**src/common/cpc_bus_pkg.sv**
```systemverilog
/*
 * Z80 bus types for the RAM expansion card.
 * Data byte, address quadrant and the I/O control codes in data bits 7:6.
 */

package cpc_bus_pkg;

  // One byte on the Z80 data bus
  typedef logic [7:0] bus_data_t;

  // Address bits 15 and 14, naming the 16K quadrant of an access
  typedef logic [1:0] quadrant_t;

  // Data bits 7:6 of an I/O write to the gate array port select the function.
  // 11 selects a RAM bank and block scheme
  localparam logic [1:0] CTRL_CODE_RAM = 2'b11;
  // 10 carries the ROM enable bits and the screen mode
  localparam logic [1:0] CTRL_CODE_ROM = 2'b10;

  // Quadrant 0000-3FFF, shared with the lower ROM
  localparam quadrant_t QUAD_LOW_ROM = 2'b00;
  // Quadrant 4000-7FFF, the only window the bank 1 schemes remap
  localparam quadrant_t QUAD_BANK1 = 2'b01;
  // Quadrant C000-FFFF, shared with the upper ROMs
  localparam quadrant_t QUAD_HIGH_ROM = 2'b11;

endpackage : cpc_bus_pkg

```
**src/common/ram_map_pkg.sv**
```systemverilog
/*
 * Expansion RAM mapping types: 64K bank, block scheme,
 * 16K block and the upper SRAM address lines.
 */

package ram_map_pkg;

  // One of eight 64K banks on the card
  typedef logic [2:0] bank_t;

  // One 16K block inside a bank
  typedef logic [1:0] block_t;

  // Block schemes written in data bits 2:0 of a bank-select write
  typedef enum logic [2:0] {
    SCHEME_NONE    = 3'd0,
    SCHEME_HIGH    = 3'd1,
    SCHEME_LINEAR  = 3'd2,
    SCHEME_C3      = 3'd3,
    SCHEME_BANK1_0 = 3'd4,
    SCHEME_BANK1_1 = 3'd5,
    SCHEME_BANK1_2 = 3'd6,
    SCHEME_BANK1_3 = 3'd7
  } scheme_t;

  // Bank in bits 4:2 and block in bits 1:0 on the SRAM's top address lines
  typedef logic [4:0] ram_adr_hi_t;

  // Schemes 1 and 3 both place block 3 of the bank at C000
  localparam block_t BLOCK_TOP = 2'd3;

endpackage : ram_map_pkg

```
**src/verilog/ram_map/bank_ctrl_regs.sv**
```systemverilog
/*
 * Reset synchronizer and the I/O-written control registers:
 * bank, block scheme, card select and the two ROM-disable bits.
 */

module bank_ctrl_regs #(
  parameter bit io_port_adr8 = 1'b1
) (
  input  logic                   clk,
  input  logic                   reset_b,
  input  logic                   iorq_b,
  input  logic                   wr_b,
  input  logic                   adr15,
  input  logic                   adr8,
  input  cpc_bus_pkg::bus_data_t data,
  output logic                   sys_reset_b,
  output ram_map_pkg::bank_t     bank,
  output ram_map_pkg::scheme_t   scheme,
  output logic                   card_sel,
  output logic                   upper_rom_off,
  output logic                   lower_rom_off
);

  import cpc_bus_pkg::*;
  import ram_map_pkg::*;

  logic reset_sync1_b;
  logic reset_sync2_b;
  logic io_ctrl_wr;

  // Two flops bring the release of reset onto the clock.
  // The assertion edge still acts at once through reset_b itself
  always_ff @(posedge clk or negedge reset_b) begin
    if (!reset_b) begin
      reset_sync1_b <= 1'b0;
      reset_sync2_b <= 1'b0;
    end else begin
      reset_sync1_b <= 1'b1;
      reset_sync2_b <= reset_sync1_b;
    end
  end

  assign sys_reset_b = reset_b & reset_sync1_b & reset_sync2_b;

  // Gate array port writes have A15 low; the code in data bits 7:6 picks the register
  assign io_ctrl_wr = !iorq_b && !wr_b && !adr15;

  // Sampled on the falling edge, well inside the I/O write where data is stable
  always_ff @(negedge clk or negedge sys_reset_b) begin
    if (!sys_reset_b) begin
      bank          <= '0;
      scheme        <= SCHEME_NONE;
      card_sel      <= 1'b0;
      upper_rom_off <= 1'b0;
      lower_rom_off <= 1'b0;
    end else if (io_ctrl_wr) begin
      if (data[7:6] == CTRL_CODE_RAM) begin
        bank     <= data[5:3];
        scheme   <= scheme_t'(data[2:0]);
        // A write to the other card's port deselects this one
        card_sel <= (adr8 == io_port_adr8);
      end else if (data[7:6] == CTRL_CODE_ROM) begin
        // Bit 3 disables the upper ROM, bit 2 the lower ROM
        upper_rom_off <= data[3];
        lower_rom_off <= data[2];
      end
    end
  end

endmodule : bank_ctrl_regs

```
**src/verilog/ram_map/block_mapper.sv**
```systemverilog
/*
 * Block-scheme table: maps the quadrant of an access to
 * an expansion block and the high SRAM address lines.
 */

module block_mapper (
  input  ram_map_pkg::bank_t       bank,
  input  ram_map_pkg::scheme_t     scheme,
  input  logic                     adr15,
  input  logic                     adr14,
  output logic                     map_hit,
  output ram_map_pkg::ram_adr_hi_t ram_adr_hi
);

  import cpc_bus_pkg::*;
  import ram_map_pkg::*;

  quadrant_t quad;
  block_t    block;

  assign quad = {adr15, adr14};

  // Table of the eight schemes, quadrant to block within the selected bank
  always_comb begin
    map_hit = 1'b0;
    block   = '0;
    unique case (scheme)
      SCHEME_NONE: begin
        // All four quadrants stay in internal RAM
        map_hit = 1'b0;
      end
      SCHEME_HIGH, SCHEME_C3: begin
        // Only the top quadrant is remapped, to block 3.
        // C3 also moves 4000 to internal C000 but that needs no card RAM
        map_hit = (quad == QUAD_HIGH_ROM);
        block   = BLOCK_TOP;
      end
      SCHEME_LINEAR: begin
        // The whole 64K bank replaces internal RAM
        map_hit = 1'b1;
        block   = quad;
      end
      SCHEME_BANK1_0, SCHEME_BANK1_1, SCHEME_BANK1_2, SCHEME_BANK1_3: begin
        // Any one block shows through the 4000-7FFF window,
        // named by the low two bits of the scheme
        map_hit = (quad == QUAD_BANK1);
        block   = scheme[1:0];
      end
      default: begin
        map_hit = 1'b0;
      end
    endcase
  end

  // Unused lines are held at zero when the access is not mapped
  assign ram_adr_hi = map_hit ? {bank, block} : '0;

endmodule : block_mapper

```
**src/verilog/ram_strobe_gen.sv**
```systemverilog
/*
 * SRAM strobe generator: memory-write cycle tracking,
 * ROM-overlap read decision, chip select, enables and ramdis.
 */

module ram_strobe_gen (
  input  logic clk,
  input  logic sys_reset_b,
  input  logic mreq_b,
  input  logic rfsh_b,
  input  logic rd_b,
  input  logic wr_b,
  input  logic adr15,
  input  logic adr14,
  input  logic map_hit,
  input  logic card_sel,
  input  logic upper_rom_off,
  input  logic lower_rom_off,
  output logic ramcs_b,
  output logic ramoe_b,
  output logic ramwe_b,
  output logic ramdis
);

  import cpc_bus_pkg::*;

  quadrant_t quad;
  logic      exp_sel;
  logic      ram_rd_ok;
  logic      mwr_cyc;
  logic      mwr_cyc_f;

  assign quad = {adr15, adr14};

  // The expansion owns this access only when the card is selected and the scheme maps it
  assign exp_sel = map_hit & card_sel;

  // A memory cycle with rd_b still high at the first rising edge is a write.
  // The flag holds until mreq_b is released
  always_ff @(posedge clk or negedge sys_reset_b) begin
    if (!sys_reset_b) begin
      mwr_cyc <= 1'b0;
    end else if (!mreq_b && rd_b) begin
      mwr_cyc <= 1'b1;
    end else if (mreq_b) begin
      mwr_cyc <= 1'b0;
    end
  end

  // Half a cycle later, so the write strobe opens once address and data have settled
  always_ff @(negedge clk or negedge sys_reset_b) begin
    if (!sys_reset_b) begin
      mwr_cyc_f <= 1'b0;
    end else begin
      mwr_cyc_f <= mwr_cyc;
    end
  end

  // RAM under a ROM may only be read with that ROM switched off
  always_comb begin
    unique case (quad)
      QUAD_LOW_ROM:  ram_rd_ok = lower_rom_off;
      QUAD_HIGH_ROM: ram_rd_ok = upper_rom_off;
      default:       ram_rd_ok = 1'b1;
    endcase
  end

  // Refresh cycles never reach the SRAM
  assign ramcs_b = !(exp_sel && !mreq_b && rfsh_b);
  assign ramoe_b = !(exp_sel && !mreq_b && rfsh_b && !rd_b && ram_rd_ok);
  assign ramwe_b = !(exp_sel && !wr_b && mwr_cyc && mwr_cyc_f);

  // Keep the internal RAM off the bus whenever the card claims the access
  assign ramdis = exp_sel;

endmodule : ram_strobe_gen

```
**src/verilog/cpc_ram_expansion.sv**
```systemverilog
/*
 * Top level of the 512K RAM expansion mapping logic.
 * Control registers, block mapper and SRAM strobe generator.
 */

module cpc_ram_expansion #(
  // Address bit 8 of the I/O port this card answers, 1 for 7Fxx and 0 for 7Exx
  parameter bit io_port_adr8 = 1'b1
) (
  input  logic                     clk,
  input  logic                     reset_b,
  input  logic                     rfsh_b,
  input  logic                     mreq_b,
  input  logic                     iorq_b,
  input  logic                     rd_b,
  input  logic                     wr_b,
  input  logic                     adr15,
  input  logic                     adr14,
  input  logic                     adr8,
  input  cpc_bus_pkg::bus_data_t   data,
  output logic                     ramcs_b,
  output logic                     ramoe_b,
  output logic                     ramwe_b,
  output logic                     ramdis,
  output ram_map_pkg::ram_adr_hi_t ramadrhi
);

  import ram_map_pkg::*;

  logic    sys_reset_b;
  bank_t   bank;
  scheme_t scheme;
  logic    card_sel;
  logic    upper_rom_off;
  logic    lower_rom_off;
  logic    map_hit;

  // Registers written by I/O control writes
  bank_ctrl_regs #(
    .io_port_adr8(io_port_adr8)
  ) i_bank_ctrl_regs (
    .clk          (clk),
    .reset_b      (reset_b),
    .iorq_b       (iorq_b),
    .wr_b         (wr_b),
    .adr15        (adr15),
    .adr8         (adr8),
    .data         (data),
    .sys_reset_b  (sys_reset_b),
    .bank         (bank),
    .scheme       (scheme),
    .card_sel     (card_sel),
    .upper_rom_off(upper_rom_off),
    .lower_rom_off(lower_rom_off)
  );

  // The high SRAM address lines come straight from the mapper
  block_mapper i_block_mapper (
    .bank      (bank),
    .scheme    (scheme),
    .adr15     (adr15),
    .adr14     (adr14),
    .map_hit   (map_hit),
    .ram_adr_hi(ramadrhi)
  );

  ram_strobe_gen i_ram_strobe_gen (
    .clk          (clk),
    .sys_reset_b  (sys_reset_b),
    .mreq_b       (mreq_b),
    .rfsh_b       (rfsh_b),
    .rd_b         (rd_b),
    .wr_b         (wr_b),
    .adr15        (adr15),
    .adr14        (adr14),
    .map_hit      (map_hit),
    .card_sel     (card_sel),
    .upper_rom_off(upper_rom_off),
    .lower_rom_off(lower_rom_off),
    .ramcs_b      (ramcs_b),
    .ramoe_b      (ramoe_b),
    .ramwe_b      (ramwe_b),
    .ramdis       (ramdis)
  );

endmodule : cpc_ram_expansion

```
**config.mk**
```make
export PLATFORM = sky130hd
export DESIGN_NAME = cpc_ram_expansion
export DESIGN_NICKNAME = d
export VERILOG_FILES = /design/src/common/cpc_bus_pkg.sv /design/src/common/ram_map_pkg.sv /design/src/verilog/ram_map/bank_ctrl_regs.sv /design/src/verilog/ram_map/block_mapper.sv /design/src/verilog/ram_strobe_gen.sv /design/src/verilog/cpc_ram_expansion.sv
export SDC_FILE = /design/constraint.sdc
export NUM_CORES = 1
export LEC_CHECK = 0
export ABC_AREA = 0
export ABC_CLOCK_PERIOD_IN_PS = 2500
export BUFFER_PORTS_ARGS = -buffer_cell sky130_fd_sc_hd__clkbuf_2
export CORE_AREA = 2 2 49 51
export CTS_CLUSTER_DIAMETER = 60
export DETAILED_ROUTE_END_ITERATION = 16
export DIE_AREA = 0 0 51 53
export PLACE_DENSITY_LB_ADDON = 0.25
export SYNTH_ARGS = -nofsm -noshare
export SYNTH_HDL_FRONTEND = slang
export SYNTH_SLANG_ARGS = --single-unit
```
**constraint.sdc**
```tcl
create_clock -name clk -period 2.5 [get_ports clk]
set_clock_uncertainty 0.1 [all_clocks]
set_input_delay 0.5 -clock clk [delete_from_list [all_inputs] [get_ports clk]]
set_output_delay 0.5 -clock clk [all_outputs]
set_load 0.005 [all_outputs]
```
Word-level counts from Yosys, hierarchy flattened
Cells that the tools add are included.
{ "op_classes": {"n_mux": 6, "n_reduce_logical": 25, "bitwise_logic": 4, "eq_ne": 11} }
{ "ops": {"columns": ["operator", "n"], "rows": [
  ["$eq A3 B3 Y1 const B", 4],
  ["$logic_and A1 B1 Y1", 10],
  ["$logic_not A1 Y1", 8],
  ["$eq A2 B2 Y1 const B", 3],
  ["$eq A3 B2 Y1 const B", 2],
  ["$pmux W2 S3", 1],
  ["$mux W5", 1],
  ["$pmux W1 S4", 1],
  ["$reduce_or A4 Y1", 1],
  ["$and A1 B1 Y1", 3],
  ["$eq A3 B1 Y1 const B", 1],
  ["$logic_not A3 Y1", 1],
  ["$reduce_and A3 Y1", 1],
  ["$eq A2 B1 Y1 const B", 1],
  ["$logic_not A2 Y1", 1],
  ["$mux W1", 2],
  ["$pmux W1 S2", 1],
  ["$reduce_and A2 Y1", 1],
  ["$reduce_bool A2 Y1", 1],
  ["$reduce_or A2 Y1", 1],
  ["$not A1 Y1", 1]
]} }
{ "word_totals": {"register_bits": 13, "wordCells": 55} }

Logic depth before layout (Yosys ltp)
Gate-level depths: netlist of run 1.
{ "logic_depth": {"word_depth": 9, "ltp_mapped": 5} }

Hierarchy
A second synthesis of run 1 with hierarchy kept.
{ "unflattened": {"hier_cells": 56, "area_unflattened_um2": 689.4} }
{ "modules_own_cells": {"columns": ["mod", "cells_per_inst", "n_inst", "area_each_um2"], "rows": [
  ["bank_ctrl_regs", 25, 1, 425.4],
  ["ram_strobe_gen", 13, 1, 145.1],
  ["block_mapper", 18, 1, 118.9]
]} }

==> flow_summary.yaml, run 1 <==
grt:
  grt_util_all_layers: 0.116
  grt_max_degree: 12
  antenna_found_initial: 0
  use_met3: 0.0169
  grt_pass1_wl_um: 2270
  met1_usage: 0.142
  grt_pass1_vias: 541
  overflow: 0
  use_met2: 0.188
  top_usage_layer: "met2"
power:
  p_leak_nw: 0.553
  vdd_drop_max_v: 0.000347
  power_density_nw_per_um2: 586
  total_power_mw: 0.628
route:
  wl_um: 1490
  first_iter_violations: 4
  via_count: 550
  ant_nets: 0
  drc_errors: 0
  drt_first_pass_iters: 4
  wl_per_cell_um: 11.7
  viasPerCell: 4.30
timing:
  setup_ws_ps: -982
  tns_ps: -8930
  hold_viol: 0
  rsz0062_at_grt: "true"
  setup_violations: 18
  slew_violations: 0
yosys:
  async_reset_ff_frac: 1.00
  netlist_area_um2: 656
  synth_flop_cell: "dfrtn_1"
  yosys_warnings: 0
  synth.distinct_cells: 24
  synthCells: 55
  ys_ff_latch: 13
  synth_area_per_cell_um2: 11.9
  synth_edf_count: 0
  seq_area_frac_synth: 0.496
  postSynthNetCount: 76
place:
  dp_hpwl_um: 1170
  portBuffers: 26
  place_ws_ps: -672
  post_dp_cell_area_um2: 933
  place_congestion: 0.738
run_status:
  status: "finished, violations left"
  violations: "setup timing"
final_layout:
  most-common-layout-cells: "22 x clkbuf_2, 11 x buf_4, 10 x dfrtn_1"
  final_core_util: 0.499
  synthToLayoutAreaGrowth_pct: 63.5
  final_common_cell: "clkbuf_2"
  stdcell_area_um2: 1070
  num_antenna_cells: 0
  drive_gt1_frac: 0.620
  layout.nets: 122
worst_hold_path:
  hold_class: "reg2async"
floorplan:
  num_rows: 17
  die-area_um2: 2700
  ios: 27
  start_util: 0.305
  core_area_um2: 2150
  fp.dieH_um: 53
  fp.dieW_um: 51
clock_network:
  cts_tree: "yes"
  htreeDepth: 1
  clkTransAtPathRegs_ps: 80
  insertion_delay_ps: 260
  cts_root_buf: "clkbuf_4"
  cts_buffers: 3
  numClockSinks: 13
  cts_buffer_depth: 2
setup_path:
  crit_type: "reg2out"
  cp.required_ps: 1900
  r2r_slack_ps: 600
  r2r_cells: 0
  r2r_end: "i_ram_strobe_gen.mwr_cyc_f"
  critPathLaunchType: "register"
  critPathCaptureType: "output pin"
  arrival_ps: 2880
  crit_end: "ramwe_b"
  path_max_fanout: 3
  r2r-start: "i_ram_strobe_gen.mwr_cyc"
  startpoint: "i_bank_ctrl_regs.scheme[0]"
run:
  maxCapViolations: 0
==> critical path: stages (launching register included) <==
cell      delay, ps
dfrtn_1         420
mux2i_1          80
o21a_2          240
or4b_4          500
clkbuf_2        120
==> cells in the mapped netlist (2+ instances only) <==
cell type | number | share of area
and2b_1 | 4 | 0.046
dfrtn_1 | 10 | 0.38
dfrtp_1 | 3 | 0.11
ha_1 | 3 | 0.057
inv_1 | 3 | 0.017
mux2_2 | 8 | 0.14
nand2_1 | 4 | 0.023
nor2_1 | 3 | 0.017
o21ai_0 | 2 | 0.015
==> power by group <==
part	switching [mW]	internal, mW	total, mW
Combinational	0.0816	0.149	0.230
Clock	0.0633	0.0616	0.125
Sequential	0.0215	0.252	0.273
==> sequential cells by signal, indices dropped and copies added (netlist names) <==
name / flops
i_bank_ctrl_regs.scheme: 3
i_bank_ctrl_regs.upper_rom_off: 1
i_ram_strobe_gen.mwr_cyc: 1
i_ram_strobe_gen.mwr_cyc_f: 1
i_bank_ctrl_regs.card_sel: 1
i_bank_ctrl_regs.reset_sync1_b: 1
i_bank_ctrl_regs.bank: 3
i_bank_ctrl_regs.reset_sync2_b: 1
i_bank_ctrl_regs.lower_rom_off: 1
==> worst min-delay path by stage <==
| stage | to | depth (start not counted) | slack [ps] |
|---|---|---|---|
| CTS | i_ram_strobe_gen.mwr_cyc | 2 | 210 |
| global placement | i_bank_ctrl_regs.reset_sync2_b | 1 | 190 |
| detailed placement | i_bank_ctrl_regs.reset_sync1_b | 1 | 190 |
| global route | i_ram_strobe_gen.mwr_cyc | 2 | 240 |
| floorplan | i_bank_ctrl_regs.reset_sync1_b | 0 | 100 |
| finish | i_ram_strobe_gen.mwr_cyc | 2 | 190 |
==> metal layers <==
metal  share of wire  wire (um)
met1            0.44        650
met5               0          0
met3           0.050         74
met4           0.017         25
met2            0.50        744
==> cell type report <==
cell class | count | area, um^2
Clock buffer | 4 | 26.3
Timing Repair Buffer | 41 | 285
Sequential cell | 13 | 325
Multi-Input combinational cell | 39 | 389
Tap cell | 28 | 35.0
Inverter | 3 | 11.3
Fill cell | 205 | 1080
==> what timing repair did <==
| item | in CTS | in global routing |
|---|---|---|
| buffers inserted | 0 | 3 |
| hold buffers | 1 | 0 |
| pin swaps | 2 | 2 |
| gates resized for setup | 4 | 13 |
| cloned | 0 | 0 |
| endpoints found under the hold margin | 2 | 0 |
| setup endpoints to repair | 18 | 18 |
==> through the flow <==
stage,cells,hold WS [ps]
after global placement,120,191
after CTS,125,213
final,128,195
after floorplan,55,104
after global routing,128,236
after detailed placement,120,193
==> cell families (layout without fill, tap and decap cells) <==
logic type | count (synthesis) | in the layout | synth area share
flip-flops | 13 | 13 | 0.496
buffers and inverters | 3 | 48 | 0.0172
adder cells (fa/ha/maj) | 3 | 3 | 0.0573
AO/OA/AOI/OAI | 6 | 6 | 0.0649
AND/OR/NAND/NOR | 19 | 19 | 0.189
multiplexers | 10 | 10 | 0.170
other | 1 | 1 | 0.00572
Note: power is estimated with default switching activity, not from simulation.
==> inputs of run 2 (changes only) <==
Settings changed: CTS_BUF_LIST set to sky130_fd_sc_hd__clkbuf_4 sky130_fd_sc_hd__clkbuf_8.
==> flow_summary.yaml, run 2 (synthesis gave the netlist of run 1 again) <==
run_status:
  status: "finished, violations left"
  violations: "setup timing"
floorplan:
  core_area_um2: 2150
  ios: 27
  num_rows: 17
  fp.dieH_um: 53
  start_util: 0.305
  fp.dieW_um: 51
  die-area_um2: 2700
final_layout:
  synthToLayoutAreaGrowth_pct: 64.1
  num_antenna_cells: 0
  stdcell_area_um2: 1080
  finalNonFillerCells: 128
  fillers: 204
  final_common_cell: "clkbuf_2"
  final_core_util: 0.501
  drive_gt1_frac: 0.630
  multi_input_area_um2: 389
  layout.nets: 122
  most-common-layout-cells: "22 x clkbuf_2, 11 x buf_4, 10 x dfrtn_1"
  reg_top3: "i_bank_ctrl_regs.bank (3), i_bank_ctrl_regs.scheme (3)"
  ff_latch_area_um2: 325
route:
  wl_um: 1490
  drc_errors: 0
  first_iter_violations: 4
  wl_per_cell_um: 11.7
  wl_met1_um: 649
  wl_met3_um: 74
  via_count: 551
  viasPerCell: 4.30
  top_layer: "met4"
  drt_first_pass_iters: 4
  ant_nets: 0
  dr_wl_met2_um: 745
grt:
  grt_max_degree: 12
  overflow: 0
  grt_pass1_wl_um: 2270
  antenna_found_initial: 0
  grt_util_all_layers: 0.116
  grt_pass1_vias: 541
clock_network:
  cts_buffer_depth: 2
  cts_tree: "yes"
  cts_buffers: 3
  cts_root_buf: "clkbuf_4"
  htreeDepth: 1
  numClockSinks: 13
  insertion_delay_ps: 260
  clkTransAtPathRegs_ps: 80
setup_path:
  crit_path_top_delay_cell: "or4b_4"
  path_cells: "mux2i_1 -> o21a_2 -> or4b_4 -> clkbuf_2"
  critPathCaptureType: "output pin"
  cp_slowest_stage_delay_ps: 500
  r2r_cells: 0
  cp.required_ps: 1900
  arrival_ps: 2880
  startpoint: "i_bank_ctrl_regs.scheme[0]"
  crit_type: "reg2out"
  critPathLaunchType: "register"
  r2r_end: "i_ram_strobe_gen.mwr_cyc_f"
  r2r_slack_ps: 600
  cpLargestDelayFamily: "simple AND/OR/NAND/NOR gates"
  path_max_fanout: 3
  worst-path-buf-inv: 1
  critical_path_depth: 4
  r2r-start: "i_ram_strobe_gen.mwr_cyc"
place:
  dp.cells: 120
  dp_hpwl_um: 1170
  place_congestion: 0.738
  portBuffers: 26
  post_dp_cell_area_um2: 933
power:
  vdd_drop_max_v: 0.000348
  power_density_nw_per_um2: 593
  p_leak_nw: 0.557
  total_power_mw: 0.639
timing:
  hold_viol: 0
  rsz0062_at_grt: "true"
  slew_violations: 0
  setup_violations: 18
  setup_ws_ps: -982
worst_hold_path:
  hold_class: "reg2async"
run:
  maxCapViolations: 0
==> run 2: final cells by class <==
type / count / share of cell area
tap: 28 / 0.0326
inverter: 3 / 0.0105
sequential: 13 / 0.302
multi-input combinational: 39 / 0.362
timing repair buffer: 41 / 0.265
clock buffer: 4 / 0.0279
==> run 2: power breakdown <==
part           internal [mW]  leakage, nW  switching, mW
sequential             0.252        0.165         0.0214
clock                 0.0725       0.0184         0.0628
combinational          0.149        0.373         0.0816
total                  0.473        0.557          0.166
==> run 2: worst max-delay path by stage <==
stage / to / slack (ps)
2_1_floorplan: ramwe_b / -600
3_3_place_gp: ramwe_b / -670
3_5_place_dp: ramwe_b / -670
4_1_cts: ramwe_b / -980
5_1_grt: ramwe_b / -1070
6_report: ramwe_b / -980
==> run 2: per-stage QoR <==
step	hold WS, ps	setup TNS [ps]	setup slack (ps)
after floorplan	104	-5160	-600
after global placement	191	-8640	-671
after detailed placement	193	-8790	-672
after CTS	214	-8900	-977
after global routing	236	-10060	-1070
final	195	-8930	-982
==> run 2: repair_timing <==
item | CTS | global route
setup buffers | 0 | 3
hold endpoints to repair | 2 | 0
pin swaps | 2 | 2
cloned | 0 | 0
hold buffers | 1 | 0
resized for setup | 4 | 13
setup endpoints to repair | 18 | 18
==> run 2: routing by layer <==
metal / GRT usage / vias to the layer above
met2: 0.188 / 16
li1: - / 284
met3: 0.0169 / 2
met4: 0.0811 / 0
met1: 0.142 / 249
met5: 0 / -
